`src/engine_pkg.sv`:
```
`default_nettype none

package engine_pkg;

  // Architectural register file as seen by software
  localparam int ARCH_REGS = 32;
  localparam int AREG_W = 5;

  // Physical register pool shared by the map table and the free list
  localparam int PHYS_REGS = 64;
  localparam int PREG_W = 6;

  // Data word width of the register file
  localparam int XLEN = 32;

  // Reorder buffer window
  localparam int ROB_DEPTH = 16;
  localparam int ROB_W = 4;

  // Registers beyond the identity mapping start out free
  localparam int FREE_DEPTH = PHYS_REGS - ARCH_REGS;

endpackage

`default_nettype wire
```
`src/reg_status_table.sv`:
```
`timescale 1ns/1ps
`default_nettype none

module reg_status_table import engine_pkg::*; (
  input  logic              core_clock_i,
  input  logic              rst_n_i,
  input  logic              set_busy_en_i,
  input  logic [PREG_W-1:0] set_busy_preg_i,
  input  logic              wake_0_en_i,
  input  logic [PREG_W-1:0] wake_0_preg_i,
  input  logic              wake_1_en_i,
  input  logic [PREG_W-1:0] wake_1_preg_i,
  input  logic [PREG_W-1:0] chk_a_preg_i,
  output logic              chk_a_ready_o,
  input  logic [PREG_W-1:0] chk_b_preg_i,
  output logic              chk_b_ready_o
);

  logic [PHYS_REGS-1:0] ready_q;

  always_ff @(posedge core_clock_i or negedge rst_n_i) begin
    if (!rst_n_i) begin
      ready_q <= '1;
    end else begin
      if (wake_0_en_i) begin
        ready_q[wake_0_preg_i] <= 1'b1;
      end
      if (wake_1_en_i) begin
        ready_q[wake_1_preg_i] <= 1'b1;
      end
      // A freshly allocated register waits for its producer
      if (set_busy_en_i) begin
        ready_q[set_busy_preg_i] <= 1'b0;
      end
    end
  end

  assign chk_a_ready_o = ready_q[chk_a_preg_i];
  assign chk_b_ready_o = ready_q[chk_b_preg_i];

  // A register handed out by the free list has no producer in flight yet
  a_no_alloc_wake_clash : assert property (
    @(posedge core_clock_i) disable iff (!rst_n_i)
    set_busy_en_i |-> !(wake_0_en_i && wake_0_preg_i == set_busy_preg_i) &&
                      !(wake_1_en_i && wake_1_preg_i == set_busy_preg_i)
  );

endmodule

`default_nettype wire

```
`config.mk`:
```
export PLATFORM = sky130hd
export DESIGN_NAME = reg_status_table
export DESIGN_NICKNAME = d
export VERILOG_FILES = /design/src/engine_pkg.sv /design/src/reg_status_table.sv
export SDC_FILE = /design/constraint.sdc
export NUM_CORES = 1
export LEC_CHECK = 0
export BUFFER_PORTS_ARGS = -buffer_cell sky130_fd_sc_hd__clkbuf_2
export CORE_UTILIZATION = 35
export CTS_CLUSTER_SIZE = 24
export DETAILED_ROUTE_END_ITERATION = 8
export GPL_TIMING_DRIVEN = 1
export PLACE_DENSITY_LB_ADDON = 0.3
export SETUP_SLACK_MARGIN = 0.3
export SYNTH_ARGS = -nofsm -noshare
export SYNTH_HDL_FRONTEND = slang
export SYNTH_SLANG_ARGS = --single-unit
```
`constraint.sdc`:
```
create_clock -name core_clock_i -period 4.3 [get_ports core_clock_i]
set_clock_uncertainty 0.1 [all_clocks]
set_input_delay 0.86 -clock core_clock_i [delete_from_list [all_inputs] [get_ports core_clock_i]]
set_output_delay 0.86 -clock core_clock_i [all_outputs]
set_load 0.02 [all_outputs]
```
==> impl_metrics.tcl <==
set metrics [dict create \
    routedWlPerCell_um 26.8 \
    numCtsBuffers 9 \
    tns_ns 0 \
    port_buffers 36 \
    ant_nets 0 \
    holdBufCountCts 0 \
    ys_ff_latch 64 \
    maxCapViolCount 0 \
    relSlewSlack_pct 49.1 \
    slowest_stage "mux4_1" \
    clkTransAtPathRegs_ns 0.05 \
    drv_slew 0 \
    die_x_um 112 \
    crit_path_end_kind "output port" \
    cp_cell_sequence "clkbuf_2, mux4_1, mux4_2, mux4_2, clkbuf_2" \
    placed_area_um2 4450 \
    gp_congestion 0.958 \
    critical-path-top-delay-family "multiplexers" \
    cp_slowest_stage_delay_ns 0.61 \
    critical_path_class "input port to output port" \
    fmax_ghz 0.254 \
    rsz0062_at_grt "false" \
    power_density_nw_per_um2 506 \
    crit_required_ns 3.34 \
    post-route-period-util_pct 91.7 \
    path_buf_inv 2 \
    use_met3_pct 4.41 \
    worstPathArrival_ns 2.98 \
    synth_cells 365 \
    finalSetupViolations 0 \
    ctsLongestPathBuffers 2 \
    syn_area_per_cell_um2 11.5 \
    clock_latency_ns 0.33 \
    p_total_mw 2.41 \
    fin_nets 420 \
    die_h_um 112 \
    fin_crit_ns 3.94 \
    ir_drop_mv 0.251 \
    syn_nets 400 \
    start_util_pct 36.3 \
    largestRegisters "ready_q (64)" \
    cts_tree "yes" \
    drc_errors 4 \
    crit_start "chk_a_preg_i[0]" \
    grt_pass1_vias 3625 \
    num_rows 39 \
    n_antenna_cell 0 \
    grt-busiest-layer "met1" \
    met2_usage_pct 33.8 \
    top_register "ready_q" \
    total_leakage_power_nw 1.61 \
    synth_area_leaders "dfstp_2, mux4_2, o22a_1" \
    root_buffer "clkbuf_16" \
    violations "DRC" \
    cp_max_fo 13 \
    r2r-start "ready_q[63]" \
    yosysTopAreaCellShare_pct 40.1 \
    grt_max_degree 36 \
    min_from "ready_q[33]" \
    grt_usage_pct 23.8 \
    ioPinCount 37 \
    status "finished with violations" \
    largest_register_ffs 64 \
    drt-total-wl_mm 14.3 \
    hold_viol 0 \
    synth_warnings 0 \
    vias 3777 \
    initialDrtViolationCount 529 \
    dp_hpwl_mm 9.96 \
    critPathLaunchType "input port" \
    synth_area_um2 4200 \
    post_cts_buffers 0 \
    antenna_found_initial 0 \
    grt_pass1_wl_mm 22.0 \
    final_area_um2 4760 \
    die-area_um2 12400 \
    core_region_area_um2 11600 \
    cts_htree_levels 3 \
    hp-class "register to register" \
    drive_gt1_share_pct 38.7 \
    grt_util_met1_pct 35.1 \
    post_synth_num_cell_types 34 \
    ctsResizeCount 0 \
    tightestPinTransition_ns 0.763 \
    areaGrowthSynthToFinish_pct 13.5 \
    first_pass_iters 9 \
    grt-ovfl-total 0 \
    clock-sinks 64 \
    synth_largest_area_cell "dfstp_2" \
    routed_via_density 7.09 \
    yosysSeqAreaShare_pct 40.1 \
]
## cells in the mapped netlist (all sizes together)
cell	number
a2111oi	1
a211oi	6
a21oi	6
a2bb2oi	1
a311oi	2
a31oi	2
and3	1
buf	6
clkbuf	22
dfstp	64
inv	3
mux2	2
mux2i	4
mux4	36
nand2	15
nand3	14
nand3b	9
nand4	5
nor2	22
nor2b	15
nor3	2
nor3b	1
nor4	1
o211ai	1
o21ai	1
o22a	56
o22ai	57
o311ai	1
o31ai	1
or3	3
or3b	5
## worst reg2reg max path, stage by stage (launching register included)
cell and delay (ns):
dfstp_2 0.58, a311oi_1 0.08, a31oi_1 0.17
## cell type report
cell class | count | area (um^2)
Clock buffer | 13 | 250
Inverter | 3 | 11.3
Tap cell | 143 | 179
Fill cell | 1056 | 6800
Clock inverter | 3 | 65.1
Multi-Input combinational cell | 270 | 2390
Timing Repair Buffer | 37 | 188
Sequential cell | 64 | 1680
## report_power, final
part	internal, mW	switching [mW]	total (mW)
registers	0.899	0.186	1.09
logic	0.319	0.222	0.541
clock network	0.523	0.262	0.785
total	1.74	0.670	2.41
## final timing paths
path	to	slack (ns)	depth (start not counted)
min in group asynchronous	ready_q[63]	0.88	1
worst min register to register	ready_q[33]	0.42	1
worst max register to register	ready_q[63]	3.31	2
worst min-delay path	ready_q[33]	0.42	1
max in group asynchronous	ready_q[26]	2.65	2
worst max-delay path	chk_a_ready_o	0.36	5
## layout by cell type (no fill, tap or decap), drive strengths merged, types with 4 or more instances in the layout
cell type / count
clkbuf: 49
o22ai: 57
nand3b: 9
mux4: 36
nor2: 22
a211oi: 6
nand4: 5
nor2b: 15
dfstp: 64
nand3: 14
o22a: 56
a21oi: 6
or3b: 5
mux2i: 4
nand2: 15
## cell families after synthesis
family	count (synthesis)	synth area share, %
AOI/OAI and AO/OA	135	23.8
buffers and inverters	31	3.04
DFF	64	40.1
muxes	42	21.3
and+or+nand+nor	93	11.8
## routing by layer
metal	wire (um)	vias to the layer above
met5	0	-
met4	473	0
met3	1420	41
met2	6140	253
met1	6270	1917
li1	-	1566
## metrics by stage
stage	setup WS, ns	util, %	instances	hold WS, ns
after global placement	0.399	38.5	517	0.407
after CTS	0.365	41.2	533	0.421
final	0.357	41.2	533	0.419
after detailed placement	0.358	38.5	517	0.414
after floorplan	0.745	-	365	0.400
after global routing	0.303	41.2	533	0.439
Power figures use the tool's default switching activity.
