[config.mk]
export PLATFORM = sky130hd
export DESIGN_NAME = reorder_buffer
export DESIGN_NICKNAME = d
export VERILOG_FILES = /design/src/engine_pkg.sv /design/src/reorder_buffer.sv
export SDC_FILE = /design/constraint.sdc
export NUM_CORES = 1
export LEC_CHECK = 0
export BUFFER_PORTS_ARGS = -buffer_cell sky130_fd_sc_hd__buf_2
export CAP_MARGIN = 40
export CELL_PAD_IN_SITES_DETAIL_PLACEMENT = 2
export CELL_PAD_IN_SITES_GLOBAL_PLACEMENT = 2
export CORE_AREA = 2 2 185 187
export DETAILED_ROUTE_END_ITERATION = 16
export DIE_AREA = 0 0 187 189
export PLACE_DENSITY = 0.74
export SETUP_SLACK_MARGIN = 0.02
export SYNTH_ARGS = -nofsm -noshare
export SYNTH_HDL_FRONTEND = slang
export SYNTH_SLANG_ARGS = --single-unit
[constraint.sdc]
create_clock -name core_clock_i -period 5.45 [get_ports core_clock_i]
set_clock_uncertainty 0.15 [all_clocks]
set_input_delay 0.8175 -clock core_clock_i [delete_from_list [all_inputs] [get_ports core_clock_i]]
set_output_delay 0.8175 -clock core_clock_i [all_outputs]
set_load 0.1 [all_outputs]
[src/engine_pkg.sv]
`default_nettype none

package engine_pkg;

  // Architectural register file as seen by software
  localparam int ARCH_REGS = 32;
  localparam int AREG_W = 5;

  // Physical register pool shared by the map table and the free list
  localparam int PHYS_REGS = 64;
  localparam int PREG_W = 6;

  // Data word width of the register file
  localparam int XLEN = 32;

  // Reorder buffer window
  localparam int ROB_DEPTH = 16;
  localparam int ROB_W = 4;

  // Registers beyond the identity mapping start out free
  localparam int FREE_DEPTH = PHYS_REGS - ARCH_REGS;

endpackage

`default_nettype wire
[src/reorder_buffer.sv]
`timescale 1ns/1ps
`default_nettype none

module reorder_buffer import engine_pkg::*; (
  input  logic              core_clock_i,
  input  logic              rst_n_i,
  input  logic              push_i,
  input  logic [AREG_W-1:0] push_arch_i,
  input  logic [PREG_W-1:0] push_old_preg_i,
  input  logic [PREG_W-1:0] push_new_preg_i,
  input  logic              push_has_dest_i,
  input  logic              wb_0_valid_i,
  input  logic [ROB_W-1:0]  wb_0_rob_id_i,
  input  logic              wb_1_valid_i,
  input  logic [ROB_W-1:0]  wb_1_rob_id_i,
  output logic [ROB_W-1:0]  tail_o,
  output logic              full_o,
  output logic              free_en_o,
  output logic [PREG_W-1:0] free_preg_o,
  output logic              commit_valid_o,
  output logic [AREG_W-1:0] commit_arch_o,
  output logic [PREG_W-1:0] commit_preg_o
);

  logic [AREG_W-1:0]    arch_q     [ROB_DEPTH];
  logic [PREG_W-1:0]    old_preg_q [ROB_DEPTH];
  logic [PREG_W-1:0]    new_preg_q [ROB_DEPTH];
  logic [ROB_DEPTH-1:0] has_dest_q;
  logic [ROB_DEPTH-1:0] done_q;
  logic [ROB_W-1:0]     head_q;
  logic [ROB_W-1:0]     tail_q;
  logic [ROB_W:0]       count_q;
  logic                 retire;
  logic [ROB_W-1:0]     wb0_offset;
  logic [ROB_W-1:0]     wb1_offset;

  assign tail_o = tail_q;
  assign full_o = (count_q == (ROB_W + 1)'(ROB_DEPTH));

  // The head leaves as soon as its completion flag is set
  assign retire      = (count_q != '0) && done_q[head_q];
  assign free_en_o   = retire && has_dest_q[head_q];
  assign free_preg_o = old_preg_q[head_q];

  always_ff @(posedge core_clock_i) begin
    if (push_i) begin
      arch_q[tail_q]     <= push_arch_i;
      old_preg_q[tail_q] <= push_old_preg_i;
      new_preg_q[tail_q] <= push_new_preg_i;
      has_dest_q[tail_q] <= push_has_dest_i;
    end
  end

  always_ff @(posedge core_clock_i or negedge rst_n_i) begin
    if (!rst_n_i) begin
      done_q <= '0;
    end else begin
      if (push_i) begin
        done_q[tail_q] <= 1'b0;
      end
      if (wb_0_valid_i) begin
        done_q[wb_0_rob_id_i] <= 1'b1;
      end
      if (wb_1_valid_i) begin
        done_q[wb_1_rob_id_i] <= 1'b1;
      end
    end
  end

  always_ff @(posedge core_clock_i or negedge rst_n_i) begin
    if (!rst_n_i) begin
      head_q  <= '0;
      tail_q  <= '0;
      count_q <= '0;
    end else begin
      if (push_i) begin
        tail_q <= tail_q + 1'b1;
      end
      if (retire) begin
        head_q <= head_q + 1'b1;
      end
      case ({push_i, retire})
        2'b10:   count_q <= count_q + 1'b1;
        2'b01:   count_q <= count_q - 1'b1;
        default: count_q <= count_q;
      endcase
    end
  end

  // Commit is reported one cycle after the entry leaves the window
  always_ff @(posedge core_clock_i or negedge rst_n_i) begin
    if (!rst_n_i) begin
      commit_valid_o <= 1'b0;
      commit_arch_o  <= '0;
      commit_preg_o  <= '0;
    end else begin
      commit_valid_o <= retire;
      if (retire) begin
        commit_arch_o <= arch_q[head_q];
        commit_preg_o <= new_preg_q[head_q];
      end
    end
  end

  // Distance from the head tells whether a slot is occupied
  assign wb0_offset = wb_0_rob_id_i - head_q;
  assign wb1_offset = wb_1_rob_id_i - head_q;

  a_wb_to_live_slot : assert property (
    @(posedge core_clock_i) disable iff (!rst_n_i)
    (wb_0_valid_i |-> ({1'b0, wb0_offset} < count_q)) and
    (wb_1_valid_i |-> ({1'b0, wb1_offset} < count_q))
  );

endmodule

`default_nettype wire

==> results.md <==
- Run status: completed
- PwrDens: 614.5 nW/µm²
- Detailed Route Iter0 Violations: 591
- Initial Util: 0.3962
- Detailed Routing Iterations Pass 1: 6
- Switching fraction of total power: 0.3864
- Worst setup endpoint: free_en_o
- Fraction of layout cells with a size suffix above 1: 0.2749
- Layout overhead on the synthesized area: 14.61%
- Placer congestion estimate: 0.7906
- Tightest hold margin: 0.2579 ns
- Die width: 187 µm
- Cell leakage power: 5.229 nW
- Antenna violations before repair: 0
- Min cycle time layout: 4.451 ns
- Sequential share of power: 0.372
- Die ar.: 35340 µm²
- Number of instances resized during post-cts repair: 0
- Gate count of the mapped netlist: 669
- Top cell type by total area after synthesis: edfxtp_1
- Setup Fix Bufs, Post-CTS: 0
- Avg Cell Area, Syn: 19.71 µm²
- CP Depth: 7
- Class of the most critical setup path: reg -> out
- Global-route usage over all layers: 0.2002
- Post-route clock period utilization: 0.8166
- Synthesis-stage register bit count: 329
- CP arrival: 3.48 ns
- Slowest cell on the critical path: dfrtp_4
- Mean routed wirelength per cell: 28.26 µm
- Core utilization of the finished layout: 0.4541
- Antenna Diode Count: 0
- Worst Max-Slew Pin Slew: 0.7749 ns
- R2R depth: 12
- Area of placed instances: 13980 µm²
- Unrepaired setup endpoints after global routing: no
- Share of Yosys cell area claimed by the top area cell type: 0.6558
- Top-level I/O count: 55
- WP buf/inv: 2
- Buffer depth of the longest clock path: 3
- Final setup violating endpoints: 0
- Number of failing hold endpoints at the final stage: 0
- Setup TNS: 0 ns
- Worst-path clk slew: 0.06 ns
- Vias per std cell: 5.543
- Async SR Flop Fraction: 0.1246
- Sw Pwr: 3.589 mW
- Most instantiated flip-flop cell in the synthesis netlist: edfxtp_1
- Number of DRC violations after detailed routing: 0
- Total via count after detailed routing: 6818
- Inserted Clock Buffers: 35
- Wire length of the first global-routing pass: 52.14 mm
- Type of the worst min-delay path: in -> async
- Launch point of the worst reg-to-reg path: head_q[0]$_DFFE_PN0P_
- Pin count of the biggest net entering global routing: 47
- CP required: 4.48 ns
- Cell breakdown of the critical path: mux2i_1 -> a22oi_2 -> o2111ai_2 -> a21boi_4 -> buf_16 -> and2_1 -> buf_2
- Largest stage delay, worst path: 0.87 ns
- Number of nets with antenna violations after detailed routing: 0
- YS warnings: 0
- Clock tree from TritonCTS: built
- Final nets: 796
- P_int: 5.699 mW
- Hold buffers post-CTS: 0
- Clock Sinks: 329
- Overall routed net length: 34.76 mm
- Worst slack at placement: 1.204 ns
- Comb power frac: 0.379
- Number of enable-type register cells in the synthesized netlist: 288
- Die Ht: 189 µm
- Summed area of non-filler cells in the final layout: 15110 µm²
- Count of different cell masters after synthesis: 44
- CP top delay family: compound AO/OA/AOI/OAI gates
- Net Count, Synth: 710
- Number of input and output port buffers inserted: 54
- Crit end category: output pin
- Register-to-Register Setup Slack: 1.34 ns
- Clock latency at the later pin of the worst-skew pair: 0.51 ns
- Area of the core: 33280 µm²
- Part of the power in the clock network: 0.250
- Synth area leaders: edfxtp_1, mux4_2, dfrtp_1
- Launching instance or port of the critical path: head_q[0]$_DFFE_PN0P_
- MaxCap Viol Count: 0
- Achievable clock frequency: 0.2247 GHz
- Row cnt: 67
- Final-report max-slew violation count: 0
- CP Max Fanout: 38
- Largest vdd supply drop: 0.0004480 V
- Least setup slack across all paths after layout: 0.9994 ns
- Number of levels the H-tree was split into: 2
- Mapped Area: 13190 µm²
- Portion of the post-synthesis area used by sequential elements: 0.7337
- Detailed Place HPWL: 20.35 mm
- Crit Reg-Reg Endpoint: count_q[4]$_DFFE_PN0P_
- Total overflow reported by the global router: 0
- Clock root cell: clkbuf_16
- Relative slew slack: 0.4834
- Number of global-route vias before repair: 7778
- Type of element launching the critical path: register
==> placed cells by master, fill, tap and decap left out, types with 2 or more instances in the layout <==
| cell | n |
|---|---|
| clkbuf_8 | 3 |
| and2_1 | 20 |
| clkinv_2 | 10 |
| mux2_2 | 12 |
| o221ai_1 | 16 |
| nand3b_1 | 3 |
| buf_2 | 54 |
| a21o_1 | 2 |
| o21ai_0 | 17 |
| clkbuf_16 | 35 |
| clkinv_1 | 4 |
| xnor2_1 | 4 |
| nand3_1 | 4 |
| nand4_1 | 2 |
| mux2i_1 | 25 |
| ha_1 | 9 |
| nor2b_1 | 5 |
| nor2_1 | 5 |
| clkbuf_1 | 5 |
| edfxtp_1 | 288 |
| or2_2 | 2 |
| a221oi_1 | 6 |
| a22oi_1 | 29 |
| buf_4 | 24 |
| nand2b_1 | 21 |
| dfrtp_1 | 39 |
| bufinv_16 | 2 |
| nand2_1 | 29 |
| mux4_1 | 10 |
| inv_6 | 3 |
| mux2_4 | 8 |
| a21oi_1 | 9 |
| mux4_2 | 51 |
| inv_1 | 4 |
| xor2_1 | 6 |
==> per-layer routing <==
metal | GRT usage | vias to the layer above | routed length [µm] | share of wire
met4 | 0.04731 | 0 | 615 | 0.018
met2 | 0.3469 | 190 | 17530 | 0.50
met3 | 0.03577 | 49 | 1840 | 0.053
li1 | - | 2905 | - | -
met5 | 0 | - | 0 | 0
met1 | 0.2640 | 3674 | 14770 | 0.42
==> per-stage QoR <==
| step | std cells | power, mW |
|---|---|---|
| final | 1230 | 9.288 |
| after global routing | 1230 | 9.694 |
| after CTS | 1229 | 9.320 |
| after detailed placement | 1165 | 6.963 |
| after global placement | 1165 | 6.744 |
| after floorplan | 669 | 6.119 |
==> power groups by stage <==
| stage | Sequential (mW) | Combinational (mW) | Clock (mW) |
|---|---|---|---|
| floorplan | 3.73 | 2.39 | 0 |
| global placement | 3.46 | 3.28 | 0 |
| detailed placement | 3.51 | 3.46 | 0 |
| CTS | 3.46 | 3.49 | 2.36 |
| global route | 3.50 | 3.74 | 2.45 |
| finish | 3.45 | 3.52 | 2.32 |
==> flip-flops by register name, summed over array words and instances, names as in the netlist <==
name,count
new_preg_q,96
has_dest_q,16
commit_valid_o,1
commit_preg_o,6
arch_q,80
old_preg_q,96
tail_o,4
head_q,4
done_q,16
count_q,5
commit_arch_o,5
==> final cells by class <==
cell class,count,area (µm²)
clock buffers,43,935.9
clock inverters,21,167.7
fillers,3073,18170
inverters,4,15.01
multi-input cells,306,3277
flip-flops and latches,329,9679
well taps,448,560.5
repair buffers,79,478.0
==> Yosys cell counts, types with 6 or more instances <==
cell      number
clkbuf_1      15
mux2i_1       25
xor2_1         6
edfxtp_1     288
o221ai_1      16
mux2_2        12
a22oi_1       29
a221oi_1       6
nand2b_1      21
dfrtp_1       41
ha_1           9
o21ai_0       17
buf_6          6
and2_1        20
mux4_2        51
mux4_1        10
nand2_1       29
a21oi_1        9
mux2_4         8
==> kinds of logic after synthesis <==
family	count (synthesis)	share of synthesized area
compound gates	84	0.04735
xor+xnor	10	0.006642
flops	329	0.7337
mux	106	0.1454
buf+inv	34	0.01784
fa+ha+maj	10	0.01006
simple gates	96	0.03909
==> worst min-delay path by stage <==
stage / from / to / slack, ns / cells after the start
2_1_floorplan: count_q[4]$_DFFE_PN0P_ / count_q[4]$_DFFE_PN0P_ / 0.30 / 1
3_3_place_gp: count_q[4]$_DFFE_PN0P_ / count_q[4]$_DFFE_PN0P_ / 0.33 / 1
3_5_place_dp: count_q[4]$_DFFE_PN0P_ / count_q[4]$_DFFE_PN0P_ / 0.33 / 1
4_1_cts: rst_n_i / done_q[10]$_DFF_PN0_ / 0.29 / 2
6_report: rst_n_i / done_q[10]$_DFF_PN0_ / 0.26 / 2
5_1_grt: rst_n_i / done_q[0]$_DFF_PN0_ / 0.29 / 2
==> worst reg2reg max path: stages, from the launching register on <==
cell,delay [ns]
dfrtp_4,0.87
mux2i_1,0.23
a22oi_2,0.31
o2111ai_2,0.23
a21boi_4,0.54
buf_16,0.22
ha_1,0.30
ha_1,0.32
a21o_1,0.19
a21oi_1,0.19
xor2_1,0.20
nor2_1,0.08
xor2_1,0.15
(Power assumes the default switching activity.)
