`src/engine_pkg.sv`:
```
`default_nettype none

package engine_pkg;

  // Architectural register file as seen by software
  localparam int ARCH_REGS = 32;
  localparam int AREG_W = 5;

  // Physical register pool shared by the map table and the free list
  localparam int PHYS_REGS = 64;
  localparam int PREG_W = 6;

  // Data word width of the register file
  localparam int XLEN = 32;

  // Reorder buffer window
  localparam int ROB_DEPTH = 16;
  localparam int ROB_W = 4;

  // Registers beyond the identity mapping start out free
  localparam int FREE_DEPTH = PHYS_REGS - ARCH_REGS;

endpackage

`default_nettype wire
```
`src/free_list.sv`:
```
`timescale 1ns/1ps
`default_nettype none

module free_list import engine_pkg::*; (
  input  logic              core_clock_i,
  input  logic              rst_n_i,
  input  logic              pop_i,
  output logic [PREG_W-1:0] pop_preg_o,
  input  logic              push_i,
  input  logic [PREG_W-1:0] push_preg_i
);

  logic [PREG_W-1:0]             fifo_q [FREE_DEPTH];
  logic [$clog2(FREE_DEPTH)-1:0] head_q;
  logic [$clog2(FREE_DEPTH)-1:0] tail_q;
  // The free count never exceeds the physical register total
  logic [PREG_W-1:0]             count_q;

  // Registers above the identity mapping start free in ascending order
  always_ff @(posedge core_clock_i or negedge rst_n_i) begin
    if (!rst_n_i) begin
      for (int i = 0; i < FREE_DEPTH; i++) begin
        fifo_q[i] <= PREG_W'(ARCH_REGS + i);
      end
    end else if (push_i) begin
      fifo_q[tail_q] <= push_preg_i;
    end
  end

  always_ff @(posedge core_clock_i or negedge rst_n_i) begin
    if (!rst_n_i) begin
      head_q  <= '0;
      tail_q  <= '0;
      count_q <= PREG_W'(FREE_DEPTH);
    end else begin
      if (pop_i) begin
        head_q <= head_q + 1'b1;
      end
      if (push_i) begin
        tail_q <= tail_q + 1'b1;
      end
      case ({push_i, pop_i})
        2'b10:   count_q <= count_q + 1'b1;
        2'b01:   count_q <= count_q - 1'b1;
        default: count_q <= count_q;
      endcase
    end
  end

  // The head entry is offered before the pop is known
  assign pop_preg_o = fifo_q[head_q];

  // The window is smaller than the free pool, so rename never finds it empty
  a_no_underflow : assert property (
    @(posedge core_clock_i) disable iff (!rst_n_i)
    pop_i |-> (count_q != '0)
  );

  // A commit only returns a register that rename took out earlier
  a_no_overflow : assert property (
    @(posedge core_clock_i) disable iff (!rst_n_i)
    push_i |-> (count_q != PREG_W'(FREE_DEPTH))
  );

endmodule

`default_nettype wire

```
`config.mk`:
```
export PLATFORM = sky130hd
export DESIGN_NAME = free_list
export DESIGN_NICKNAME = d
export VERILOG_FILES = /design/src/engine_pkg.sv /design/src/free_list.sv
export SDC_FILE = /design/constraint.sdc
export NUM_CORES = 1
export LEC_CHECK = 0
export ABC_AREA = 1
export BUFFER_PORTS_ARGS = -buffer_cell sky130_fd_sc_hd__buf_2
export CAP_MARGIN = 20
export CELL_PAD_IN_SITES_DETAIL_PLACEMENT = 1
export CELL_PAD_IN_SITES_GLOBAL_PLACEMENT = 2
export CORE_MARGIN = 2
export CORE_UTILIZATION = 30
export CTS_BUF_LIST = sky130_fd_sc_hd__clkbuf_8
export DETAILED_ROUTE_END_ITERATION = 7
export PLACE_DENSITY_LB_ADDON = 0.1
export SLEW_MARGIN = 5
export SYNTH_ARGS = -nofsm -noshare
export SYNTH_HDL_FRONTEND = slang
export SYNTH_SLANG_ARGS = --single-unit
```
`constraint.sdc`:
```
create_clock -name core_clock_i -period 1.3 [get_ports core_clock_i]
set_input_delay 0.13 -clock core_clock_i [delete_from_list [all_inputs] [get_ports core_clock_i]]
set_output_delay 0.13 -clock core_clock_i [all_outputs]
set_load 0.1 [all_outputs]
```
==> run summary, run 1 <==
leakage - 6.91 nW
pin count of the biggest net entering global routing - 42
Slew Limit Headroom - 65.3%
largest cells by area after synthesis - dfstp_2 (30%), dfrtp_1 (23%), nand2_1 (19%)
Synth warnings - 0
critical path class - register to primary output
initial antenna violation count - 0
vias in the first global route - 9,687
die width - 185 µm
RePlAce Congestion - 0.775
n_diodes - 0
input/output buffers - 15
failing checks - setup timing
critical path startpoint category - register
layout net count - 1,461
Net Count, Synth - 1,292
CTS tree - yes
highest-delay cell along the critical path - dfrtp_4
final setup fails - 203
post-route cell area - 0.0160 mm²
storage element area - 0.00521 mm²
crit path time final - 2.53 ns
Worst Path Required - 1.17 ns
Mapped Area - 0.00985 mm²
Maximum Capacitance Violations - 0
area of the multi-input gates - 0.00607 mm²
post-DR vias/cell - 4.88
synth cell count leaders - nand2_1 (500), o21ai_0 (132), inv_1 (116), nand3_1 (114), dfstp_2 (112)
HP Class - input port to register
Placed Area - 0.0116 mm²
Post-synth ARST share - 100%
Final WS setup - -1.23 ns
fin util - 49.3%
layout cell share with drive strength beyond 1 - 57.0%
RSZ-0062 raised after global routing - yes
final wirelength - 39,600 µm
TritonRoute pass-1 iters - 4
Cells after Synth - 1,277
Max Clock Skew - 0.0282 ns
Final Hold Viols - 0
Die Y - 185 µm
clk sinks - 202
CTS H-tree depth - 2
gr ovfl total - 0
remaining antenna violation count after routing - 0
VDD IR-drop max - 2660 µV
Avg Cell Area, Syn - 7.72 µm²
via count - 9,377
site row count - 66
hold_ws - 0.0738 ns
CTS Root Buffer Type - clkbuf_8
FF+latch count, synth - 202
Worst-Margin Slew - 0.520 ns
Slowest Stage Delay on Critical Path - 0.53 ns
Filler Cell Count - 3,658
post-synth top area cell - dfstp_2
crit end category - primary output
worst skew pair latency - 0.57 ns
clock buffer depth - 3
critical path's top delay family - buffers and inverters
Post-synth EDFFs - 0
Ports - 16
top_reg_cell synth - dfstp_2
die area - 0.0343 mm²
Pwr Density - 2640 mW/mm²
Placement Setup Slack - -0.746 ns
CP Data Arrival Time - 2.40 ns
DRC - 0
TritonCTS buffer count - 42
crit-path max FO - 9
Clock transition at path regs - 0.06 ns
cell with the most instances after synthesis - nand2_1
Overall Global Routing Usage - 23.3%
Final HPWL DP - 21,800 µm
top-area cell type share of the netlist area - 29.9%
Core Area - 0.0325 mm²
crit path buf inv count - 5
FMAX - 396 MHz
Cell Chain, Critical Path - buf_12, buf_12, nand2_1, nand2_1, nand2_1, a21oi_1, buf_4, nor2_4, nand2_2, nand2_2, clkinvlp_4, buf_12
Cell variety after synth - 23
First DRT Iteration DRCs - 412
period utilization - 194%
Routed WL per cell - 20.6 µm
Area growth syn-to-layout - 62.3%
fin. max-slew vios - 0
Starting Density - 30.4%
first-pass GRT wire length - 59,300 µm
Seq/Total Area, Yosys - 52.7%
outcome - complete, but fails checks
## power by group
part	internal, mW	switching, mW
logic	10.2	13.1
clock network	3.58	2.97
registers	10.1	2.43
total	23.8	18.5
## flip-flops by register name, summed over array words and instances, names as in the netlist
signal / count
fifo_q: 192
head_q: 5
tail_q: 5
## routing by layer
layer  wire, µm  part of all wire (%)  vias up  track usage (%)
met5          0                     0        -                0
met4       1100                   2.8        0             7.11
met3       1070                   2.7       76             3.24
met2      19700                    50      117             39.2
met1      17700                    45     4752             31.0
li1           -                     -     4432                -
## final timing paths
| check | from | end | slack, ns | depth (start not counted) |
|---|---|---|---|---|
| setup / recovery | head_q[0]$_DFFE_PN0P_ | pop_preg_o[5] | -1.23 | 12 |
| hold / removal | push_preg_i[5] | fifo_q[173]$_DFFE_PN1P_ | 0.07 | 4 |
| setup reg to reg | tail_q[0]$_DFFE_PN0P_ | fifo_q[0]$_DFFE_PN1P_ | -0.33 | 10 |
| hold reg to reg | fifo_q[28]$_DFFE_PN1P_ | fifo_q[28]$_DFFE_PN1P_ | 0.47 | 2 |
| max in group asynchronous | rst_n_i | fifo_q[152]$_DFFE_PN1P_ | 0.49 | 3 |
| min in group asynchronous | rst_n_i | fifo_q[115]$_DFFE_PN0P_ | 0.12 | 2 |
## cells by family (layout without fill, tap and decap cells)
family | count (synthesis) | in the layout | synth area share [%]
simple gates | 641 | 641 | 26.3
flops | 202 | 202 | 52.7
buf+inv | 210 | 412 | 8.62
xor+xnor | 6 | 6 | 0.533
fa+ha+maj | 5 | 5 | 0.635
compound gates | 213 | 213 | 11.2
## through the flow
| step | cells | power (mW) | setup TNS, ns |
|---|---|---|---|
| 2_1_floorplan | 1277 | 21.0 | -2.55 |
| 3_3_place_gp | 1775 | 27.8 | -27.79 |
| 3_5_place_dp | 1775 | 28.0 | -30.04 |
| 4_1_cts | 1909 | 39.2 | -31.27 |
| 5_1_grt | 1921 | 45.0 | -51.09 |
| 6_report | 1921 | 42.3 | -39.40 |
## worst min-delay path: stages
cell and delay, ns:
buf_2 0.07, inv_1 0.05, buf_12 0.20, o21ai_2 0.15
## repair_timing
action                                  4_1_cts  5_1_grt
setup buffers                                21       12
endpoints found under the setup margin      202      203
hold buffers                                  3        0
pin swaps                                    47       48
cloned                                       33        2
resized for setup                           553      365
endpoints found under the hold margin       111        0
## cell usage in the layout, fill, tap and decap left out, types with 7 or more instances in the layout
cell,count
nand2_1,246
nand2_8,28
clkbuf_8,53
buf_16,7
dfrtp_1,83
nand2_2,134
nand2_4,92
inv_1,123
nor2_4,12
dfstp_2,112
nand3_1,94
buf_2,8
o21ai_2,131
buf_8,43
buf_4,72
buf_12,51
buf_6,27
o21ai_1,59
nand3_2,20
inv_2,7
## area by class of cell
| cell class | instances | area share, % |
|---|---|---|
| inverter | 121 | 3.18 |
| timing repair buffer | 214 | 17.7 |
| tap | 442 | 3.46 |
| sequential | 202 | 32.6 |
| clock inverter | 25 | 0.610 |
| clock buffer | 52 | 4.48 |
| multi-input combinational | 865 | 38.0 |
No activity file was read; power rests on OpenSTA's default activity.
==> inputs of run 2 (changes only) <==
Settings changed: CORE_UTILIZATION 30 to 35.
==> run 2 against run 1 <==
Effect of this change:
- the flow still finishes with violations (setup timing)
- global-route usage is 2.2 points higher
- sequential power about the same
- non-clock buffer count down 9
- highest routed layer unchanged
- hold slack got worse by 0.037 ns
- total power down 2.3%
- sequential cell count unchanged
- count of clock-buffer cells in the layout is 3 lower
- via count up 0.51%
- register-to-register slack worse by 0.02 ns
==> run summary, run 2 (synthesis results as in run 1) <==
critical path's top delay family - buffers and inverters
layout cell share with drive strength beyond 1 - 54.8%
Largest Register - fifo_q
gr ovfl total - 0
Die Y - 172 µm
initial antenna violation count - 0
period utilization - 194%
Worst-Margin Slew - 0.536 ns
remaining antenna violation count after routing - 0
Worst Path Required - 1.17 ns
post-DR vias/cell - 5.12
crit end category - primary output
site row count - 61
VDD IR-drop max - 1050 µV
Core Area - 0.0278 mm²
crit path time final - 2.52 ns
most frequent cells in the layout - nand2_1 (263), o21ai_2 (138), nand2_2 (121)
Pwr Density - 2650 mW/mm²
Overall Global Routing Usage - 25.5%
final cell count without fillers - 1,841
CTS tree - yes
CTS H-tree depth - 2
Placed Area - 0.0114 mm²
Slew Limit Headroom - 64.2%
failing checks - setup timing
vias in the first global route - 9,815
fin. max-slew vios - 0
highest-delay cell along the critical path - dfrtp_4
via count - 9,425
Final Hold Viols - 0
Filler Cell Count - 3,090
Maximum Capacitance Violations - 0
input/output buffers - 15
post-route cell area - 0.0156 mm²
worst skew pair latency - 0.54 ns
critical path class - register to primary output
DRC - 0
clock buffer depth - 3
HP Class - input port to asynchronous set/reset pin
Starting Density - 35.5%
max reg flops - 192
Area growth syn-to-layout - 58.2%
clk sinks - 202
Routed WL per cell - 21.1 µm
RePlAce Congestion - 0.776
commonest non-fill, non-tap cell in the layout - nand2_1
first-pass GRT wire length - 57,000 µm
Clock transition at path regs - 0.06 ns
area of the multi-input gates - 0.00586 mm²
TritonCTS buffer count - 39
final wirelength - 38,800 µm
Final HPWL DP - 20,500 µm
CP Data Arrival Time - 2.39 ns
RSZ-0062 raised after global routing - yes
Ports - 16
dpl cells - 1,691
Final WS setup - -1.22 ns
setup tns final - -52.27 ns
layout net count - 1,449
TritonRoute pass-1 iters - 4
Largest regs - fifo_q x192, head_q x5, tail_q x5
crit path buf inv count - 6
pin count of the biggest net entering global routing - 62
leakage - 6.85 nW
final setup fails - 205
CTS Root Buffer Type - clkbuf_8
Cell Chain, Critical Path - inv_8, buf_12, buf_4, nand2_1, nand3_1, a21oi_1, buf_4, nor2_2, nand2_2, nand2_2, clkinvlp_4, buf_12
n_diodes - 0
Slowest Stage Delay on Critical Path - 0.50 ns
critical path startpoint category - register
storage element area - 0.00520 mm²
outcome - complete, but fails checks
die area - 0.0295 mm²
Max Clock Skew - 0.0264 ns
FMAX - 397 MHz
die width - 172 µm
crit-path max FO - 8
First DRT Iteration DRCs - 516
-- run 2: changes by cell type in the layout (fill, tap and decap cells not counted), moves of 5 or more --
| cell | before | now |
|---|---|---|
| buf_6 | 27 | 45 |
| nand2_8 | 28 | 21 |
| nand3_1 | 94 | 107 |
| o21ai_1 | 59 | 53 |
| buf_4 | 72 | 52 |
| buf_8 | 43 | 38 |
| nand2_2 | 134 | 121 |
| o21ai_2 | 131 | 138 |
| nand3_2 | 20 | 7 |
| inv_1 | 123 | 117 |
| nand2_1 | 246 | 263 |
-- run 2: timing repair --
item | CTS | global route
pin swaps | 40 | 45
buffers inserted | 31 | 15
setup endpoints to repair | 200 | 203
hold buffers | 3 | 0
gates cloned | 32 | 4
resized for setup | 541 | 338
endpoints found under the hold margin | 150 | 0
-- run 2: layout make-up --
type                    count  area share [%]
multi-input cells         865            37.6
repair buffers            205            17.7
inverters                 121            3.44
flip-flops and latches    202            33.4
clock buffers              49            4.33
clock inverters            21           0.562
well taps                 378            3.03
-- run 2: worst reg2reg max path, stage by stage, from the launching register on --
cell	delay, ns
dfrtp_2	0.50
clkinvlp_4	0.23
nor3_4	0.21
buf_6	0.21
nand2_8	0.08
buf_8	0.14
o21ai_1	0.19
-- run 2: routing by layer --
layer / vias up / wire (µm) / GRT usage (%)
li1: 4391 / - / -
met1: 4797 / 16800 / 33.6
met2: 158 / 19700 / 42.8
met3: 79 / 1080 / 3.61
met4: 0 / 1290 / 8.88
met5: - / 0 / 0
-- run 2: worst paths after layout --
path,to,cells past startpoint,slack [ns],startpoint
setup / recovery,pop_preg_o[3],12,-1.22,head_q[0]$_DFFE_PN0P_
hold / removal,fifo_q[32]$_DFFE_PN0P_,2,0.04,rst_n_i
setup reg to reg,fifo_q[114]$_DFFE_PN0P_,6,-0.35,tail_q[3]$_DFFE_PN0P_
hold reg to reg,fifo_q[29]$_DFFE_PN1P_,2,0.47,fifo_q[29]$_DFFE_PN1P_
max in group asynchronous,fifo_q[169]$_DFFE_PN1P_,3,0.57,rst_n_i
min in group core_clock_i,fifo_q[155]$_DFFE_PN1P_,4,0.09,push_preg_i[5]
-- run 2: stage by stage --
step	hold slack [ns]	util, %	power (mW)	worst slack [ns]
after global placement	0.0208	41.0	27.5	-0.734
after CTS	0.0134	50.6	37.6	-1.22
after floorplan	-0.166	-	21.0	-0.417
after global routing	0.0323	56.1	43.8	-1.31
after detailed placement	0.0229	41.0	27.7	-0.684
final	0.0371	56.1	41.3	-1.22
-- run 2: where the power goes --
group,internal (mW),leakage [nW],total (mW),switching [mW]
registers,10.1,2.32,12.6,2.53
logic,9.81,4.07,22.4,12.6
clock network,3.38,0.453,6.30,2.91
total,23.3,6.85,41.3,18.1
