**config.mk**
```make
export PLATFORM = sky130hd
export DESIGN_NAME = rename_stage
export DESIGN_NICKNAME = d
export VERILOG_FILES = /design/src/engine_pkg.sv /design/src/rename_stage.sv
export SDC_FILE = /design/constraint.sdc
export NUM_CORES = 1
export LEC_CHECK = 0
export BUFFER_PORTS_ARGS = -buffer_cell sky130_fd_sc_hd__buf_2
export CAP_MARGIN = 20
export CORE_ASPECT_RATIO = 1.75
export CORE_MARGIN = 5
export CORE_UTILIZATION = 35
export DETAILED_ROUTE_END_ITERATION = 16
export PLACE_DENSITY = 0.5
export SETUP_SLACK_MARGIN = 0.2
export SLEW_MARGIN = 0
export SYNTH_ARGS = -nofsm -noshare
export SYNTH_HDL_FRONTEND = slang
export SYNTH_SLANG_ARGS = --single-unit
```
**constraint.sdc**
```tcl
create_clock -name core_clock_i -period 3.1 [get_ports core_clock_i]
set_clock_uncertainty 0.15 [all_clocks]
set_input_delay 0.155 -clock core_clock_i [delete_from_list [all_inputs] [get_ports core_clock_i]]
set_output_delay 0.155 -clock core_clock_i [all_outputs]
set_load 0.05 [all_outputs]
```
**src/engine_pkg.sv**
```systemverilog
`default_nettype none

package engine_pkg;

  // Architectural register file as seen by software
  localparam int ARCH_REGS = 32;
  localparam int AREG_W = 5;

  // Physical register pool shared by the map table and the free list
  localparam int PHYS_REGS = 64;
  localparam int PREG_W = 6;

  // Data word width of the register file
  localparam int XLEN = 32;

  // Reorder buffer window
  localparam int ROB_DEPTH = 16;
  localparam int ROB_W = 4;

  // Registers beyond the identity mapping start out free
  localparam int FREE_DEPTH = PHYS_REGS - ARCH_REGS;

endpackage

`default_nettype wire
```
**src/rename_stage.sv**
```systemverilog
`timescale 1ns/1ps
`default_nettype none

module rename_stage import engine_pkg::*; (
  input  logic              core_clock_i,
  input  logic              rst_n_i,
  input  logic              ren_valid_i,
  input  logic              ren_has_dest_i,
  input  logic [AREG_W-1:0] ren_rs1_i,
  input  logic [AREG_W-1:0] ren_rs2_i,
  input  logic [AREG_W-1:0] ren_dest_i,
  output logic              ren_stall_o,
  output logic [PREG_W-1:0] ren_rs1_preg_o,
  output logic [PREG_W-1:0] ren_rs2_preg_o,
  output logic              ren_rs1_ready_o,
  output logic              ren_rs2_ready_o,
  output logic [PREG_W-1:0] ren_dest_preg_o,
  output logic [ROB_W-1:0]  ren_rob_id_o,
  input  logic              rob_full_i,
  input  logic [ROB_W-1:0]  rob_tail_i,
  input  logic [PREG_W-1:0] free_preg_i,
  input  logic              src_ready_a_i,
  input  logic              src_ready_b_i,
  output logic              alloc_o,
  output logic              accept_o,
  output logic [PREG_W-1:0] old_preg_o,
  output logic              has_dest_o
);

  logic [PREG_W-1:0] map_q [ARCH_REGS];

  // x0 is hardwired, so it never takes a new physical register
  assign has_dest_o = ren_has_dest_i && (ren_dest_i != '0);

  // The reorder buffer is the only source of back-pressure
  assign ren_stall_o = rob_full_i;
  assign accept_o    = ren_valid_i && !rob_full_i;
  assign alloc_o     = accept_o && has_dest_o;

  // Sources see the mapping before this instruction's own update
  assign ren_rs1_preg_o  = map_q[ren_rs1_i];
  assign ren_rs2_preg_o  = map_q[ren_rs2_i];
  assign ren_rs1_ready_o = src_ready_a_i;
  assign ren_rs2_ready_o = src_ready_b_i;

  // The previous mapping is released once this instruction commits
  assign old_preg_o      = map_q[ren_dest_i];
  assign ren_dest_preg_o = has_dest_o ? free_preg_i : '0;
  assign ren_rob_id_o    = rob_tail_i;

  always_ff @(posedge core_clock_i or negedge rst_n_i) begin
    if (!rst_n_i) begin
      for (int i = 0; i < ARCH_REGS; i++) begin
        map_q[i] <= PREG_W'(i);
      end
    end else if (alloc_o) begin
      map_q[ren_dest_i] <= free_preg_i;
    end
  end

endmodule

`default_nettype wire

```
==> PnR_summary.wiki, run 1 <==
{| class="wikitable"
! Metric !! Value
|-
| Maximum clock rate || 0.365 GHz
|-
| IO Count || 66
|-
| Period Utilization, post-route || 0.883
|-
| Initial drt markers || 550
|-
| Cell-internal power || 0.00484 W
|-
| Yosys warns || 0
|-
| Count of state elements after synthesis || 192
|-
| Top routing layer in use || met4
|-
| Overflow left after global routing || 0
|-
| Arrival time reported for the critical path endpoint || 2430 ps
|-
| Synthesis-to-layout area growth || 11.7%
|-
| Count of port buffers added during placement || 53
|-
| Cell area after synthesis || 12000 sq um
|-
| Max Buffers Root-to-Sink || 2
|-
| Clock Sink Count || 192
|-
| Switching power || 0.00194 W
|-
| Unrepaired setup endpoints after global routing || false
|-
| Post-CTS Setup Inserts || 0
|-
| Sequential cell area fraction in the yosys report || 0.407
|-
| Clock-pin slew on the worst setup and hold paths || 70 ps
|-
| Register containing the most flip-flops in the final layout || map_q
|-
| Remaining DRCs || 0
|-
| Slew margin rel. || 0.545
|-
| Initial core utilization || 0.352
|-
| Setup WS pre-CTS || 474 ps
|-
| Via count of the routed design || 8031
|-
| Average routed wire per standard cell || 31.9 um
|-
| Length of routed met2 wiring || 23100 um
|-
| Required time at the worst-slack endpoint || 2790 ps
|-
| Number of distinct standard cells referenced by the synthesized netlist || 41
|-
| Largest fanout on the critical path || 4
|-
| PnR worst setup slack || 363 ps
|-
| N_diodes || 0
|-
| Period minus WS final || 2740 ps
|-
| Fraction of layout instances using a drive strength above 1 || 0.621
|-
| Final-layout setup total negative slack || 0 ps
|-
| Number of flops mapped to enable cells by yosys || 0
|-
| Fill cell total of the finished layout || 3222
|-
| Worst skew pair latency || 460 ps
|-
| Routed Antenna Nets || 0
|-
| Detailed-route wire length on metal 1 || 15300 um
|-
| Synthesized area per cell || 14.6 sq um
|-
| Worst Setup Start Kind || flip-flop
|-
| Sequential group share of total power || 0.442
|-
| Die outline height || 255 um
|-
| Final setup violation count || 0
|-
| Inserted Clock Buffers || 17
|-
| CTS tree || built
|-
| Max reg flops || 192
|-
| Number of max-cap violations || 0
|-
| Post-synthesis async set-or-reset flop share || 1.00
|-
| Number of core rows || 90
|-
| Combinational Power Share || 0.182
|-
| Finished Layout Cells || 1315
|-
| Most used flip-flop cell after synthesis || dfrtp_1
|-
| Crit. End Element || output pin
|-
| Wire length of the first global-routing pass || 61300 um
|-
| Status || completed
|-
| Via count of the first global-routing pass || 8631
|-
| Antenna violations before repair || 0
|-
| Path type of the worst setup path || reg -> out
|-
| Mean number of vias per cell || 6.11
|-
| Number of resized instances in the post-cts repair step || 0
|-
| Proportion of power drawn by the clock network || 0.376
|-
| Power density over the cells || 504 nW/um^2
|-
| GRT Util Overall || 0.223
|-
| Final Power || 0.00678 W
|-
| Router iterations before antenna repair || 5
|-
| Post-synthesis cell count || 823
|-
| Placer's final routability congestion estimate || 0.884
|-
| Kind of path behind the tightest hold check || in -> async
|-
| HPWL after detailed placement || 31100 um
|-
| Total Routed Length || 42000 um
|-
| Pin slew with the least headroom to its limit || 682 ps
|-
| Wire length on met3 || 1430 um
|-
| Die width || 150 um
|-
| Final Max Slew Viols || 0
|-
| CORE AREA || 34200 sq um
|-
| Maximum number of pins on one net before global-route repair || 76
|-
| Cell chosen for the clock root || clkbuf_16
|-
| Cell count after placement || 1282
|-
| Number of hold-slack violations in the final timing report || 0
|-
| CTS HTree Levels || 4
|-
| Switching fraction of total power || 0.287
|-
| Peak supply drop || 364 uV
|-
| Number of nets in the layout || 874
|-
| Static leakage || 5.43 nW
|-
| Leading registers by flop count || map_q: 192 flops
|-
| Syn Nets || 855
|-
| Full die area || 38400 sq um
|}
==> placed cells by master, fill, tap and decap left out, types with 17 or more instances in the layout <==
cell and count:
dfrtp_1 112, buf_2 49, nor2_4 17, dfstp_2 80
mux4_2 120, mux2i_1 48, mux2_2 186, buf_4 24
o22ai_1 48, clkbuf_16 17
==> layer usage <==
metal  vias to the layer above  track usage
met3                        88       0.0323
met5                         -            0
li1                       3333            -
met1                      4365        0.253
met2                       245        0.408
met4                         0        0.102
==> power groups by stage <==
stage                     clock network [W]  logic, W  registers (W)
after CTS                           0.00260   0.00124        0.00300
after floorplan                           0  0.000891        0.00293
after global routing                0.00268   0.00130        0.00302
after detailed placement                  0   0.00124        0.00304
final                               0.00255   0.00124        0.00300
after global placement                    0   0.00123        0.00304
==> critical path, cell delays in order (launching register included) <==
cell	delay [ps]
dfstp_2	560
mux4_2	240
o22a_1	200
o221ai_1	260
nor3_1	370
buf_2	340
==> timing repair <==
action | 4_1_cts | 5_1_grt
setup endpoints to repair | 0 | 0
hold buffers | 1 | 0
hold endpoints to repair | 62 | 0
==> stage by stage <==
step / util / cell area (sq um) / hold WS, ps
global route: 0.393 / 13500 / 124
CTS: 0.393 / 13500 / 117
floorplan: - / 12000 / -291
finish: 0.393 / 13500 / 100
global placement: 0.373 / 12800 / 57.1
detailed placement: 0.373 / 12800 / 56.6
==> layout make-up <==
class	instances	area, sq um	share of cell area
Clock buffer	21	470	0.0350
Clock inverter	11	201	0.0150
Timing Repair Buffer	81	569	0.0423
Tap cell	460	576	0.0428
Multi-Input combinational cell	550	6740	0.501
Sequential cell	192	4900	0.364
==> cells in the mapped netlist (all sizes together) (6+ instances only) <==
master  number  area share
mux2       186        0.17
mux4       120        0.22
dfrtp      112        0.23
dfstp       80        0.17
mux2i       48       0.040
o22ai       48       0.025
buf         46       0.023
clkbuf      35       0.011
nor2        29       0.021
a22oi       12      0.0075
nor3        12      0.0050
o221ai      12      0.0087
o22a        12      0.0087
nand2        9      0.0028
and2         8      0.0042
nor4         6      0.0031
o211ai       6      0.0037
==> worst paths after layout <==
check	startpoint	end	slack, ps	cells after the start
worst max-delay path	map_q[73]$_DFFE_PN1P_	ren_rs2_preg_o[1]	360	5
worst min-delay path	rst_n_i	map_q[174]$_DFFE_PN0P_	100	2
worst max register to register	map_q[157]$_DFFE_PN0P_	map_q[157]$_DFFE_PN0P_	2090	1
worst min register to register	map_q[189]$_DFFE_PN0P_	map_q[189]$_DFFE_PN0P_	280	0
max in group asynchronous	rst_n_i	map_q[135]$_DFFE_PN1P_	1760	3
min in group core_clock_i	free_preg_i[4]	map_q[76]$_DFFE_PN1P_	130	2
==> kinds of logic (layout without fill, tap and decap cells) <==
group                  Yosys count  after routing  synth area share
and+or+nand+nor                105            105            0.0667
buffers and inverters           81            113            0.0336
muxes                          354            354             0.438
DFF                            192            192             0.407
AOI/OAI and AO/OA               91             91            0.0543
No activity file was read; power rests on OpenSTA's default activity.
==> inputs of run 2 (changes only) <==
--- a/config.mk
+++ b/config.mk
@@ -9,3 +9,3 @@
 export CAP_MARGIN = 20
-export CORE_ASPECT_RATIO = 1.75
+export CORE_ASPECT_RATIO = 1.5
 export CORE_MARGIN = 5
==> constraint.sdc (replaced) <==
create_clock -name core_clock_i -period 3.1 [get_ports core_clock_i]
set_clock_uncertainty 0.15 [all_clocks]
set_input_delay 0 -clock core_clock_i [delete_from_list [all_inputs] [get_ports core_clock_i]]
set_output_delay 0 -clock core_clock_i [all_outputs]
set_load 0.05 [all_outputs]
==> PnR_summary.wiki, run 2 (synthesized netlist as in run 1, its figures left out) <==
{| class="wikitable"
! Metric !! Value
|-
| Most common library cell in the layout ignoring fill and taps || mux2_2
|-
| Switching fraction of total power || 0.286 (-0.000993)
|-
| Setup WS pre-CTS || 728 ps (+254 ps)
|-
| Leading registers by flop count || map_q: 192 flops
|-
| Full die area || 38300 sq um (-0.18%)
|-
| N_diodes || 0 (unchanged)
|-
| Worst skew pair latency || 450 ps (about the same)
|-
| Number of hold-slack violations in the final timing report || 0 (unchanged)
|-
| Top library cells by usage in the layout, fill and taps aside || mux2_2, mux4_2, dfrtp_1
|-
| Maximum number of pins on one net before global-route repair || 77 (+1.3%)
|-
| Fraction of layout instances using a drive strength above 1 || 0.614 (-0.00675)
|-
| Max reg flops || 192 (unchanged)
|-
| Router iterations before antenna repair || 4 (-1)
|-
| Sequential group share of total power || 0.453 (+0.011)
|-
| Number of core rows || 83 (-7.8%)
|-
| PnR worst setup slack || 416 ps (+52.9 ps)
|-
| Crit. End Element || output pin
|-
| Switching power || 0.00190 W (-2.4%)
|-
| Remaining DRCs || 0 (unchanged)
|-
| Die outline height || 237 um (-7.1%)
|-
| Finished Layout Cells || 1278 (-2.8%)
|-
| Mean number of vias per cell || 6.13 (+0.38%)
|-
| GRT Util Overall || 0.201 (-0.0223)
|-
| Via count of the first global-routing pass || 8309 (-3.7%)
|-
| Path type of the worst setup path || reg -> out
|-
| Peak supply drop || 419 uV (+15%)
|-
| Placer's final routability congestion estimate || 0.937 (+6.0%)
|-
| HPWL after detailed placement || 28100 um (-9.6%)
|-
| Cell-internal power || 0.00474 W (-2.0%)
|-
| Combinational Power Share || 0.183 (about the same)
|-
| GRT met3 Usage || 0.0279 (-0.00434)
|-
| Maximum clock rate || 0.373 GHz (+2.0%)
|-
| Number of nets in the layout || 872 (-0.23%)
|-
| Final design area excluding fillers || 13300 sq um (-0.80%)
|-
| Worst Hold Slack || 85.3 ps (-14.9 ps)
|-
| Die width || 161 um (+7.5%)
|-
| Global-route layer with the greatest usage || met2
|-
| Synthesis-to-layout area growth || 10.8%
|-
| Instance area at placement || 12600 sq um (-1.3%)
|-
| Via count of the routed design || 7835 (-2.4%)
|-
| Grt met1 use || 0.248 (-0.00501)
|-
| Period minus WS final || 2680 ps (-52.9 ps)
|-
| Clock Sink Count || 192 (unchanged)
|-
| Number of resized instances in the post-cts repair step || 0 (unchanged)
|-
| Required time at the worst-slack endpoint || 2950 ps (+160 ps)
|-
| Cell count after placement || 1238 (-3.4%)
|-
| Cell chosen for the clock root || clkbuf_16
|-
| Final setup violation count || 0 (unchanged)
|-
| Total Routed Length || 37900 um (-9.7%)
|-
| Arrival time reported for the critical path endpoint || 2530 ps (+100 ps)
|-
| Initial drt markers || 559 (+1.6%)
|-
| CORE AREA || 34200 sq um (-0.19%)
|-
| CTS HTree Levels || 4 (unchanged)
|-
| Kind of path behind the tightest hold check || in -> reg
|-
| Register containing the most flip-flops in the final layout || map_q
|-
| Largest fanout on the critical path || 4 (unchanged)
|-
| Slew margin rel. || 0.503 (-0.0427)
|-
| CTS tree || built
|-
| Final-layout setup total negative slack || 0 ps (unchanged)
|-
| Routed Antenna Nets || 0 (unchanged)
|-
| Wire length of the first global-routing pass || 57000 um (-7.0%)
|-
| Number of max-cap violations || 0 (unchanged)
|-
| Final Max Slew Viols || 0 (unchanged)
|-
| Inserted Clock Buffers || 17 (unchanged)
|-
| Initial core utilization || 0.353 (+0.000683)
|-
| Antenna violations before repair || 0 (unchanged)
|-
| Global-route met2 utilization || 0.347 (-0.0614)
|-
| Post-CTS Setup Inserts || 0 (unchanged)
|-
| Pin slew with the least headroom to its limit || 746 ps (+64.1 ps)
|-
| Fill cell total of the finished layout || 3154 (-2.1%)
|-
| Static leakage || 5.39 nW (-0.78%)
|-
| Max Buffers Root-to-Sink || 2 (unchanged)
|-
| Average routed wire per standard cell || 29.6 um (-7.1%)
|-
| Proportion of power drawn by the clock network || 0.364 (-0.012)
|-
| Status || completed
|-
| Overflow left after global routing || 0 (unchanged)
|-
| Count of port buffers added during placement || 53 (unchanged)
|-
| Worst Setup Start Kind || flip-flop
|-
| IO Count || 66 (unchanged)
|-
| Power density over the cells || 497 nW/um^2 (-1.3%)
|-
| Unrepaired setup endpoints after global routing || false
|-
| Clock-pin slew on the worst setup and hold paths || 70 ps (about the same)
|-
| Period Utilization, post-route || 0.866 (-0.0171)
|}
run 2: changes by cell type in the layout (fill, tap and decap cells not counted), sizes merged:
cell         previous run  this run
buf                    79        71
bufinv                  5         4
clkbuf                 22        21
clkinv                  3         2
clkinvlp                1         3
dlygate4sd3             1         7
inv                     2         3
run 2: cell type report:
class	count	area (sq um)	share of cell area
well taps	425	532	0.0398
flip-flops and latches	192	4900	0.367
clock buffers	20	467	0.0350
clock inverters	12	179	0.0134
repair buffers	79	532	0.0398
multi-input cells	550	6740	0.505
run 2: repair_timing:
item | CTS | global route
endpoints found under the setup margin | 0 | 0
hold endpoints to repair | 143 | 0
hold buffers | 8 | 0
run 2: routing by layer:
metal  vias to the layer above  routed length (um)
li1                       3351                   -
met1                      4194               14900
met2                       237               19600
met3                        53                1600
met4                         0                1790
met5                         -                   0
run 2: final timing paths:
| check | startpoint | endpoint | slack, ps | depth (start not counted) |
|---|---|---|---|---|
| max in group asynchronous | rst_n_i | map_q[25]$_DFFE_PN1P_ | 2130 | 3 |
| min in group asynchronous | rst_n_i | map_q[168]$_DFFE_PN1P_ | 120 | 2 |
| hold reg to reg | map_q[187]$_DFFE_PN0P_ | map_q[187]$_DFFE_PN0P_ | 280 | 0 |
| setup reg to reg | map_q[159]$_DFFE_PN0P_ | map_q[159]$_DFFE_PN0P_ | 2060 | 1 |
| hold / removal | free_preg_i[4] | map_q[46]$_DFFE_PN1P_ | 90 | 2 |
| setup / recovery | map_q[157]$_DFFE_PN0P_ | old_preg_o[1] | 420 | 5 |
run 2: stage by stage:
| stage | total power, W | util |
|---|---|---|
| floorplan | 0.00382 | - |
| global placement | 0.00422 | 0.369 |
| detailed placement | 0.00424 | 0.369 |
| CTS | 0.00672 | 0.391 |
| global route | 0.00688 | 0.391 |
| finish | 0.00664 | 0.391 |
run 2: power by group through the flow:
stage | Sequential [W] | Combinational (W) | Clock (W)
floorplan | 0.00293 | 0.000891 | 0
global placement | 0.00304 | 0.00118 | 0
detailed placement | 0.00304 | 0.00120 | 0
CTS | 0.00300 | 0.00123 | 0.00249
global route | 0.00303 | 0.00129 | 0.00256
finish | 0.00301 | 0.00122 | 0.00241
run 2: worst max-delay path, stage by stage, from the launching register on:
cell and delay [ps]:
dfrtp_1 420, mux2i_1 440, o22ai_1 160, nor4_1 590, o211ai_1 220, buf_2 260
==> inputs of run 3 (changes only) <==
- CORE_UTILIZATION: 35 -> 55
- PLACE_DENSITY: 0.5 -> 0.72
==> PnR_summary.wiki, run 3 (synthesized netlist as in run 1, its figures left out) <==
{| class="wikitable"
! Metric !! Value
|-
| Status || completed
|-
| Cell chosen for the clock root || clkbuf_16
|-
| Router iterations before antenna repair || 5 (+1)
|-
| Via count of the first global-routing pass || 8947 (+7.7%)
|-
| Worst skew pair latency || 430 ps (-20 ps)
|-
| Synthesis-to-layout area growth || 9.13%
|-
| GRT Util Overall || 0.313 (+0.112)
|-
| Path type of the worst setup path || reg -> out
|-
| Leading registers by flop count || map_q: 192 flops
|-
| Crit. End Element || output pin
|-
| Post-CTS Hold Buffers || 8 (unchanged)
|-
| Full die area || 25000 sq um (-35%)
|-
| Maximum clock rate || 0.391 GHz (+5.0%)
|-
| Initial core utilization || 0.557 (+0.204)
|-
| Inserted Clock Buffers || 17 (unchanged)
|-
| Overflow left after global routing || 0 (unchanged)
|-
| Static leakage || 5.38 nW (about the same)
|-
| Maximum number of pins on one net before global-route repair || 79 (+2.6%)
|-
| Pin slew with the least headroom to its limit || 766 ps (+20.4 ps)
|-
| Initial drt markers || 807 (+44%)
|-
| Switching fraction of total power || 0.292 (+0.00645)
|-
| Largest fanout on the critical path || 4 (unchanged)
|-
| Max reg flops || 192 (unchanged)
|-
| Fill cell total of the finished layout || 1647 (-48%)
|-
| Total Routed Length || 37600 um (-0.80%)
|-
| Wire length of the first global-routing pass || 57200 um (+0.41%)
|-
| Register containing the most flip-flops in the final layout || map_q
|-
| Period Utilization, post-route || 0.824 (-0.0414)
|-
| N_diodes || 0 (unchanged)
|-
| Cell-internal power || 0.00461 W (-2.8%)
|-
| Final setup violation count || 0 (unchanged)
|-
| Remaining DRCs || 0 (unchanged)
|-
| Total area of multi-input combinational cells || 6740 sq um (unchanged)
|-
| Top library cells by usage in the layout, fill and taps aside || mux2_2, mux4_2, dfrtp_1
|-
| Count of port buffers added during placement || 53 (unchanged)
|-
| Number of hold-slack violations in the final timing report || 0 (unchanged)
|-
| Mean number of vias per cell || 7.41 (+21%)
|-
| Slew margin rel. || 0.489 (-0.0136)
|-
| CORE AREA || 21600 sq um (-37%)
|-
| Routed Antenna Nets || 0 (unchanged)
|-
| Die width || 131 um (-19%)
|-
| Period minus WS final || 2560 ps (-128 ps)
|-
| Post-CTS Setup Inserts || 0 (unchanged)
|-
| Via count of the routed design || 8334 (+6.4%)
|-
| Register area || 4900 sq um (unchanged)
|-
| Die outline height || 191 um (-19%)
|-
| HPWL after detailed placement || 27500 um (-2.2%)
|-
| Arrival time reported for the critical path endpoint || 2410 ps (-120 ps)
|-
| IO Count || 66 (unchanged)
|-
| Worst Setup Start Kind || flip-flop
|-
| Number of nets in the layout || 872 (unchanged)
|-
| Switching power || 0.00190 W (+0.30%)
|-
| Most common library cell in the layout ignoring fill and taps || mux2_2
|-
| Antenna violations before repair || 0 (unchanged)
|-
| CTS tree || built
|-
| Clock Sink Count || 192 (unchanged)
|-
| Number of resized instances in the post-cts repair step || 0 (unchanged)
|-
| Average routed wire per standard cell || 33.4 um (+13%)
|-
| Max Buffers Root-to-Sink || 2 (unchanged)
|-
| Fraction of layout instances using a drive strength above 1 || 0.614 (unchanged)
|-
| Final Max Slew Viols || 0 (unchanged)
|-
| Power density over the cells || 495 nW/um^2 (-0.39%)
|-
| Proportion of power drawn by the clock network || 0.349 (-0.015)
|-
| Unrepaired setup endpoints after global routing || false
|-
| Peak supply drop || 463 uV (+10%)
|-
| Clock-pin slew on the worst setup and hold paths || 80 ps (about the same)
|-
| CTS HTree Levels || 4 (unchanged)
|-
| Number of max-cap violations || 0 (unchanged)
|-
| Placer's final routability congestion estimate || 0.954 (+1.9%)
|-
| Final-layout setup total negative slack || 0 ps (unchanged)
|-
| Kind of path behind the tightest hold check || in -> reg
|-
| Sequential group share of total power || 0.461 (+0.008)
|-
| Required time at the worst-slack endpoint || 2950 ps (about the same)
|-
| Final core utilization || 0.608 (+0.217)
|-
| Number of core rows || 66 (-20%)
|-
| Combinational Power Share || 0.190 (+0.007)
|}
[run 3: cell count changes in the layout (fill, tap and decap cells not counted), sizes merged]
cell,delta
clkinv,+3
bufinv,-2
buf,+1
clkinvlp,-1
inv,-1
[run 3: worst paths after layout]
check | start | to | slack [ps] | depth (start not counted)
setup / recovery | map_q[49]$_DFFE_PN1P_ | ren_rs2_preg_o[1] | 540 | 5
hold / removal | free_preg_i[0] | map_q[48]$_DFFE_PN1P_ | 90 | 2
setup reg to reg | map_q[147]$_DFFE_PN0P_ | map_q[147]$_DFFE_PN0P_ | 2060 | 1
hold reg to reg | map_q[190]$_DFFE_PN0P_ | map_q[190]$_DFFE_PN0P_ | 280 | 0
max in group asynchronous | rst_n_i | map_q[15]$_DFFE_PN1P_ | 2160 | 3
min in group asynchronous | rst_n_i | map_q[151]$_DFFE_PN1P_ | 100 | 2
[run 3: power by group through the flow]
stage                     combinational [W]  clock [W]  sequential (W)
after global routing                0.00129    0.00241         0.00302
after floorplan                    0.000891          0         0.00293
after CTS                           0.00123    0.00230         0.00299
after global placement              0.00117          0         0.00301
after detailed placement            0.00120          0         0.00303
final                               0.00124    0.00227         0.00300
[run 3: final cells by class]
| class | count | area share |
|---|---|---|
| multi-input cells | 550 | 0.512 |
| clock inverters | 11 | 0.00980 |
| repair buffers | 79 | 0.0422 |
| flip-flops and latches | 192 | 0.373 |
| clock buffers | 21 | 0.0366 |
| well taps | 272 | 0.0259 |
[run 3: through the flow]
| stage | instance area, sq um | hold slack [ps] | instances | total power (W) | setup slack [ps] |
|---|---|---|---|---|---|
| finish | 13100 | 89.7 | 1125 | 0.00651 | 545 |
| global route | 13100 | 93.1 | 1125 | 0.00673 | 444 |
| CTS | 13100 | 70.5 | 1125 | 0.00652 | 551 |
| detailed placement | 12400 | -160 | 1085 | 0.00423 | 635 |
| global placement | 12400 | -173 | 1085 | 0.00418 | 668 |
| floorplan | 12000 | -446 | 823 | 0.00382 | 942 |
[run 3: critical path, stage by stage (launching register included)]
cell	delay [ps]
dfstp_2	560
mux4_2	230
o22a_1	250
o221ai_1	320
nor3_1	270
buf_2	320
[run 3: routing by layer]
metal	share of wire	vias to the layer above	GRT usage	routed length, um
li1	-	3355	-	-
met1	0.35	4364	0.372	13100
met2	0.51	460	0.522	19000
met3	0.066	155	0.0531	2490
met4	0.081	0	0.198	3040
met5	0	-	0	0
